<file path="config.mk">
export PLATFORM = sky130hd
export DESIGN_NAME = tempSensorTop
export DESIGN_NICKNAME = d
export VERILOG_FILES = /design/src/rtl/tempSensorPkg.sv /design/src/rtl/byteCmdIf.sv /design/src/rtl/i2cBitEngine.sv /design/src/rtl/tempCapture.sv /design/src/rtl/tempSensorTop.sv /design/src/rtl/transactionSequencer.sv
export VERILOG_INCLUDE_DIRS = /design/src /design/src/rtl
export SDC_FILE = /design/constraint.sdc
export NUM_CORES = 1
export LEC_CHECK = 0
export BUFFER_PORTS_ARGS = -buffer_cell sky130_fd_sc_hd__buf_2
export CAP_MARGIN = 5
export CORE_ASPECT_RATIO = 0.8
export CORE_MARGIN = 8
export CORE_UTILIZATION = 25
export CTS_CLUSTER_SIZE = 12
export DETAILED_ROUTE_END_ITERATION = 6
export SKIP_LAST_GASP = 1
export SYNTH_ARGS = -nofsm -noshare
export SYNTH_HDL_FRONTEND = slang
export SYNTH_SLANG_ARGS = --single-unit
export TNS_END_PERCENT = 100
</file>
<file path="constraint.sdc">
create_clock -name FSM_Clk -period 5.65 [get_ports FSM_Clk]
set_clock_uncertainty 0.2 [all_clocks]
set_input_delay 0.2825 -clock FSM_Clk [delete_from_list [all_inputs] [get_ports FSM_Clk]]
set_output_delay 0.2825 -clock FSM_Clk [all_outputs]
set_load 0.01 [all_outputs]
</file>
<file path="src/rtl/tempSensor_consts.svh">
`ifndef TEMPSENSOR_CONSTS_SVH
`define TEMPSENSOR_CONSTS_SVH

// 7-bit bus address, A0 and A1 tied low
`define SENSOR_ADDR 7'h48

// Temperature MSB register
`define TEMP_REG_PTR 8'h00

// FSM_Clk cycles per bus bit
`define BIT_PHASES 4

// Upper bits of the 16-bit reading
`define TEMP_BITS 13

`endif

</file>
<file path="src/rtl/tempSensorPkg.sv">
package tempSensorPkg;

    // Byte-level bus operations
    typedef enum logic [1:0] {
        startCond = 2'd0,
        writeByte = 2'd1,
        readByte  = 2'd2,
        stopCond  = 2'd3
    } cmdKind_e;

    // One bus byte, either an address frame or plain data
    typedef union packed {
        struct packed {
            logic [6:0] addr;
            logic       rw;
        } frame;
        logic [7:0] raw;
    } i2cByte_u;

endpackage

</file>
<file path="src/rtl/byteCmdIf.sv">
`timescale 1ns/100ps

interface byteCmdIf import tempSensorPkg::*; ();

    logic       cmdStrobe;
    cmdKind_e   kind;
    i2cByte_u   txByte;
    logic       ackOut;
    logic       done;
    logic [7:0] rxByte;
    logic       ackIn;

    modport seqPort (
        output cmdStrobe, kind, txByte, ackOut,
        input  done, ackIn
    );

    modport enginePort (
        input  cmdStrobe, kind, txByte, ackOut,
        output done, ackIn, rxByte
    );

    // Capture only listens
    modport capturePort (
        input kind, ackOut, done, rxByte
    );

endinterface

</file>
<file path="src/rtl/i2cBitEngine.sv">
`timescale 1ns/100ps
`include "tempSensor_consts.svh"

module i2cBitEngine import tempSensorPkg::*; (
    input  logic            FSM_Clk,
    input  logic            rst,
    byteCmdIf.enginePort    cmd,
    input  logic            sdaIn,
    output logic            scl,
    output logic            sdaDriveLow
);

    localparam int PHASE_W = $clog2(`BIT_PHASES);
    localparam logic [PHASE_W-1:0] PHASE_LAST = PHASE_W'(`BIT_PHASES - 1);
    localparam logic [3:0] ACK_BIT = 4'd8;

    logic               busy;
    logic [PHASE_W-1:0] phaseCnt;
    logic [3:0]         bitCnt;
    logic [7:0]         shiftReg;
    logic               sclNow;
    logic               sdaNow;
    logic               sclHold;
    logic               sdaHold;
    logic               lastCycle;
    logic               isByte;

    assign isByte = (cmd.kind == writeByte) || (cmd.kind == readByte);

    // Bus levels for the current cycle of the operation
    always_comb begin
        sclNow    = 1'b1;
        sdaNow    = 1'b0;
        lastCycle = 1'b0;
        case (cmd.kind)
            startCond: begin
                // SDA falls while SCL is high, then SCL drops
                sclNow    = (phaseCnt == PHASE_W'(0));
                sdaNow    = 1'b1;
                lastCycle = (phaseCnt == PHASE_W'(1));
            end
            stopCond: begin
                sclNow    = (phaseCnt != PHASE_W'(0));
                sdaNow    = (phaseCnt != PHASE_W'(2));
                lastCycle = (phaseCnt == PHASE_W'(2));
            end
            default: begin
                sclNow    = (phaseCnt == PHASE_W'(1)) || (phaseCnt == PHASE_W'(2));
                lastCycle = (bitCnt == ACK_BIT) && (phaseCnt == PHASE_LAST);
                if (bitCnt == ACK_BIT) begin
                    sdaNow = (cmd.kind == readByte) && cmd.ackOut;
                end else begin
                    sdaNow = (cmd.kind == writeByte) && !shiftReg[7];
                end
            end
        endcase
    end

    assign cmd.done    = busy && lastCycle;
    assign cmd.rxByte  = shiftReg;
    assign scl         = busy ? sclNow : sclHold;
    assign sdaDriveLow = busy ? sdaNow : sdaHold;

    // Bus keeps its last level between operations
    always_ff @(posedge FSM_Clk) begin
        if (rst) begin
            sclHold <= 1'b1;
            sdaHold <= 1'b0;
        end else if (busy) begin
            sclHold <= sclNow;
            sdaHold <= sdaNow;
        end
    end

    always_ff @(posedge FSM_Clk) begin
        if (rst) begin
            busy     <= 1'b0;
            phaseCnt <= '0;
            bitCnt   <= 4'd0;
        end else if (!busy) begin
            if (cmd.cmdStrobe) begin
                busy     <= 1'b1;
                phaseCnt <= '0;
                bitCnt   <= 4'd0;
            end
        end else if (lastCycle) begin
            busy <= 1'b0;
        end else if (phaseCnt == PHASE_LAST) begin
            phaseCnt <= '0;
            bitCnt   <= bitCnt + 4'd1;
        end else begin
            phaseCnt <= phaseCnt + PHASE_W'(1);
        end
    end

    // Data path: load, shift out on write, shift in on read
    always_ff @(posedge FSM_Clk) begin
        if (!busy && cmd.cmdStrobe) begin
            shiftReg <= cmd.txByte.raw;
        end else if (busy && isByte && bitCnt != ACK_BIT) begin
            if (cmd.kind == readByte && phaseCnt == PHASE_W'(2)) begin
                shiftReg <= {shiftReg[6:0], sdaIn};
            end else if (cmd.kind == writeByte && phaseCnt == PHASE_LAST) begin
                shiftReg <= {shiftReg[6:0], 1'b0};
            end
        end
    end

    // Ninth bit of a write, 0 is ACK
    always_ff @(posedge FSM_Clk) begin
        if (busy && cmd.kind == writeByte && bitCnt == ACK_BIT &&
            phaseCnt == PHASE_W'(2)) begin
            cmd.ackIn <= sdaIn;
        end
    end

endmodule

</file>
<file path="src/rtl/tempCapture.sv">
`timescale 1ns/100ps
`include "tempSensor_consts.svh"

module tempCapture import tempSensorPkg::*; (
    input  logic                  FSM_Clk,
    input  logic                  rst,
    byteCmdIf.capturePort         cmd,
    output logic [`TEMP_BITS-1:0] temperature,
    output logic                  tempValid
);

    logic [7:0]  msbByte;
    logic [15:0] rawWord;
    logic        readDone;

    assign readDone = cmd.done && (cmd.kind == readByte);
    assign rawWord  = {msbByte, cmd.rxByte};

    // Acked byte is the MSB
    always_ff @(posedge FSM_Clk) begin
        if (readDone && cmd.ackOut) begin
            msbByte <= cmd.rxByte;
        end
    end

    always_ff @(posedge FSM_Clk) begin
        if (rst) begin
            temperature <= '0;
            tempValid   <= 1'b0;
        end else begin
            tempValid <= 1'b0;
            if (readDone && !cmd.ackOut) begin
                // Low three bits are flags
                temperature <= rawWord[15 -: `TEMP_BITS];
                tempValid   <= 1'b1;
            end
        end
    end

endmodule

</file>
<file path="src/rtl/tempSensorTop.sv">
`timescale 1ns/100ps
`include "tempSensor_consts.svh"

module tempSensorTop (
    input  logic                  FSM_Clk,
    input  logic                  rst,
    input  logic                  start,
    input  logic                  sdaIn,
    output logic                  scl,
    output logic                  sdaDriveLow,
    output logic                  tempValid,
    output logic                  ackError,
    output logic [`TEMP_BITS-1:0] temperature
);

    byteCmdIf cmdBus ();

    transactionSequencer sequencer_inst (
        .FSM_Clk  (FSM_Clk),
        .rst      (rst),
        .start    (start),
        .cmd      (cmdBus.seqPort),
        .ackError (ackError)
    );

    i2cBitEngine engine_inst (
        .FSM_Clk     (FSM_Clk),
        .rst         (rst),
        .cmd         (cmdBus.enginePort),
        .sdaIn       (sdaIn),
        .scl         (scl),
        .sdaDriveLow (sdaDriveLow)
    );

    tempCapture capture_inst (
        .FSM_Clk     (FSM_Clk),
        .rst         (rst),
        .cmd         (cmdBus.capturePort),
        .temperature (temperature),
        .tempValid   (tempValid)
    );

endmodule

</file>
<file path="src/rtl/transactionSequencer.sv">
`timescale 1ns/100ps
`include "tempSensor_consts.svh"

module transactionSequencer import tempSensorPkg::*; (
    input  logic            FSM_Clk,
    input  logic            rst,
    input  logic            start,
    byteCmdIf.seqPort       cmd,
    output logic            ackError
);

    // Command list positions
    localparam logic [3:0] STEP_FIRST = 4'd0;
    localparam logic [3:0] STEP_LAST  = 4'd8;

    logic       startPrev;
    logic       startRise;
    logic       running;
    logic [3:0] step;

    assign startRise = start & ~startPrev;

    // Command for the current step, steady until done
    always_comb begin
        cmd.kind       = stopCond;
        cmd.txByte.raw = 8'h00;
        cmd.ackOut     = 1'b0;
        case (step)
            4'd0: begin
                cmd.kind = startCond;
            end
            4'd1: begin
                cmd.kind              = writeByte;
                cmd.txByte.frame.addr = `SENSOR_ADDR;
                cmd.txByte.frame.rw   = 1'b0;
            end
            4'd2: begin
                cmd.kind       = writeByte;
                cmd.txByte.raw = `TEMP_REG_PTR;
            end
            4'd3: begin
                cmd.kind = stopCond;
            end
            4'd4: begin
                cmd.kind = startCond;
            end
            4'd5: begin
                cmd.kind              = writeByte;
                cmd.txByte.frame.addr = `SENSOR_ADDR;
                cmd.txByte.frame.rw   = 1'b1;
            end
            // MSB, master acknowledges
            4'd6: begin
                cmd.kind   = readByte;
                cmd.ackOut = 1'b1;
            end
            // LSB, master NACKs to end the read
            4'd7: begin
                cmd.kind   = readByte;
                cmd.ackOut = 1'b0;
            end
            default: begin
                cmd.kind = stopCond;
            end
        endcase
    end

    always_ff @(posedge FSM_Clk) begin
        if (rst) begin
            startPrev     <= 1'b0;
            running       <= 1'b0;
            step          <= STEP_FIRST;
            cmd.cmdStrobe <= 1'b0;
            ackError      <= 1'b0;
        end else begin
            startPrev     <= start;
            cmd.cmdStrobe <= 1'b0;
            if (!running) begin
                if (startRise) begin
                    running       <= 1'b1;
                    step          <= STEP_FIRST;
                    ackError      <= 1'b0;
                    cmd.cmdStrobe <= 1'b1;
                end
            end else if (cmd.done) begin
                if (step == STEP_LAST) begin
                    running <= 1'b0;
                end else if (cmd.kind == writeByte && cmd.ackIn) begin
                    // Sensor NACK, close the bus
                    ackError      <= 1'b1;
                    step          <= STEP_LAST;
                    cmd.cmdStrobe <= 1'b1;
                end else begin
                    step          <= step + 4'd1;
                    cmd.cmdStrobe <= 1'b1;
                end
            end
        end
    end

endmodule

</file>
==> summary.md <==
| Metric | Value |
|---|---|
| Simple-Gate Fraction of Synth Area | `0.213` |
| Synth-to-layout area growth | `15.2%` |
| Setup TNS Final | `0 ps` |
| Peak VDD IR | `0.000112 V` |
| GP Congestion | `between 0.7 and 0.8` |
| Area contributors post-synth | `dfxtp_1 26%, edfxtp_1 22%, ha_1 7.9%, nand2b_1 7.9%, mux2i_1 5.9%` |
| Top-count cell post-synth | `dfxtp_1` |
| Global-route usage over all layers | `0.0753` |
| Cts hold-fix bufs | `0` |
| WHS | `roughly 5.3 ps` |
| Synth Area in Adders | `0.0792` |
| Yosys warnings | `0` |
| RSZ-0062 raised after global routing | `false` |
| Core Util, Final | `0.298` |
| ANT nets after route | `0` |
| Mux contribution to synthesized area | `0.0639` |
| Run status | `finished, final reports clean` |
| Clk buf depth | `2` |
| Drt total wl | `4590 um` |
| Post-CTS Resized | `0` |
| Hold crit path type | `input pin to flip-flop` |
| Hpwl dp | `3210 um` |
| Vias | `~1600` |
| CTS Sinks | `48` |
| Vias per cell | `4.46` |
| Die area | `12900 um^2` |
| DRC viols | `0` |
| CP arrival | `3660 ps` |
| Post-synth top area cell | `dfxtp_1` |
| Main synth FF type | `dfxtp_1` |
| Setup crit start kind | `flip-flop` |
| Number of global-route vias before repair | `1586` |
| Syn nets | `250` |
| Ratio of cells with drive above 1 in the final layout | `0.153` |
| Core area | `9150 um^2` |
| Starting density of the core | `0.259` |
| I/O pins | `21` |
| Hold Vio Cnt, Final | `0` |
| First-pass DRT Iterations | `4` |
| Dpl cell area | `2560 um^2` |
| Sequential-to-total area share from yosys stat | `0.477` |
| Main combinational cell family by area after synthesis | `simple AND/OR/NAND/NOR gates` |
| Clk_lat worst skew | `between 200 and 300 ps` |
| Power Density | `282 nW/um^2` |
| Minimum clock period | `~3600 ps` |
| Setup bufs post-CTS | `0` |
| Place WS | `2020 ps` |
| Final setup fails | `0` |
| Fin. max-slew vios | `0` |
| Final instance area | `2730 um^2` |
| Die Width | `125 um` |
| Total CTS buffers | `5` |
| PortBufs | `20` |
| FP Rows | `31` |
| Fmax | `0.275 GHz` |
| Starting DRT DRC Count | `152` |
| Cell Area, Synth | `2370 um^2` |
| Mean Syn Cell Area | `about 10 um^2` |
| Die Ht | `103 um` |
| Largest net degree at the start of global routing | `50` |
| Worst Max-Slew Pin Slew | `between 800 and 900 ps` |
| Post-synthesis cell type count | `45` |
| FF+latch count, synth | `48` |
| Crit Path Max Fanout | `13` |
| CTS tree | `built` |
| Xor/xnor share of the synthesized area | `0` |
| Gate Count Post-Synth | `231` |
| Leakage | `1.01 nW` |
| Type of the worst setup path | `flip-flop to flip-flop` |
| Max_cap viols | `0` |
| Final net count | `267` |
| H-tree Lvls | `2` |
| Commonest cells in the netlist | `31 x dfxtp_1, 30 x nand2b_1, 18 x inv_1` |
| Initial antenna violation count | `0` |
| Final global-route overflow total | `0` |
| Reg clk slew, reported paths | `70 ps` |
| WL/cell | `12.6 um` |
| Compound-Gate Fraction of Synth Area | `0.116` |
| Antenna Cells | `0` |
| Worst slew margin | `0.430` |
| Number of synthesized flops with an enable pin | `17` |
| # fillers | `958` |
| Fin crit share | `0.644` |
| First-pass GRT wire length | `a little under 8000 um` |
| Synth async-reset ratio | `0` |
| PnR worst setup slack | `between 2000 and 2500 ps` |
| Required time of the critical path | `5670 ps` |
| Root buf cell | `clkbuf_16` |
| CP Capture Type | `flip-flop` |
| Post-synth top area share | `0.262` |
==> cell families after synthesis <==
family                   count (synthesis)
AO/OA/AOI/OAI                           38
adder cells (fa/ha/maj)                 15
buffers and inverters                   28
flip-flops                              48
multiplexers                            15
AND/OR/NAND/NOR                         87
==> final cells by class <==
| cell class | count | area, um^2 | area share |
|---|---|---|---|
| Clock inverter | 3 | 45.0 | 0.0165 |
| Tap cell | 115 | 144 | 0.0527 |
| Sequential cell | 48 | 1130 | 0.414 |
| Multi-Input combinational cell | 155 | 1120 | 0.409 |
| Clock buffer | 5 | 125 | 0.0458 |
| Inverter | 18 | 67.6 | 0.0247 |
| Timing Repair Buffer | 20 | 100 | 0.0367 |
==> flip-flops by register name, indices dropped and copies added (netlist names), 2 cells and up <==
signal                    count
capture_inst.msbByte          8
capture_inst.temperature     13
engine_inst.bitCnt            4
engine_inst.cmd.rxByte        8
engine_inst.phaseCnt          2
sequencer_inst.step           4
==> worst max-delay path, cell delays in order (launching register included) <==
cell and delay [ps]:
dfxtp_1 320, inv_1 150, ha_1 240, nor2b_1 150, o21a_1 140, inv_1 80
ha_1 190, o21ai_0 90, nand2_1 110, ha_1 370, nand2b_1 200, o22a_2 360
nor2_2 700, mux2i_1 260
==> cell usage in the layout (no fill, tap or decap), drive strengths merged, types with 3 or more instances in the layout <==
cell type,n
nand4,3
nand2b,30
nand3b,3
nor2b,4
clkbuf,5
a21oi,7
buf,20
mux2i,14
nor3,3
nand3,3
a22o,3
o21ai,8
and2,5
ha,15
inv,20
nor2,11
dfxtp,31
edfxtp,17
or3,3
nand2,12
==> stage by stage <==
stage	instances	power (W)
finish	364	0.000769
global route	364	0.000797
CTS	364	0.000777
detailed placement	356	0.000432
global placement	356	0.000432
floorplan	231	0.000418
==> routing by layer <==
layer	track usage	share of wire	up-vias
met1	0.0987	0.53	753
met2	0.105	0.39	28
met4	0.0345	0.012	0
met5	0	0	-
met3	0.0315	0.062	4
li1	-	-	839
==> report_power, final <==
| part | internal, W | total, W | switching [W] |
|---|---|---|---|
| combinational | 0.0000199 | 0.0000484 | 0.0000285 |
| sequential | 0.000367 | 0.000376 | 0.00000829 |
| clock | 0.000211 | 0.000345 | 0.000134 |
==> path summary, 6_finish.rpt <==
kind,endpoint,cells after the start,from,slack (ps)
setup / recovery,capture_inst.temperature[9],13,sequencer_inst.step[0],2010
setup reg to reg,capture_inst.temperature[9],13,sequencer_inst.step[0],2010
hold / removal,engine_inst.cmd.ackIn,1,sdaIn,5
hold reg to reg,capture_inst.msbByte[2],0,engine_inst.cmd.rxByte[2],230
(Power assumes the default switching activity.)
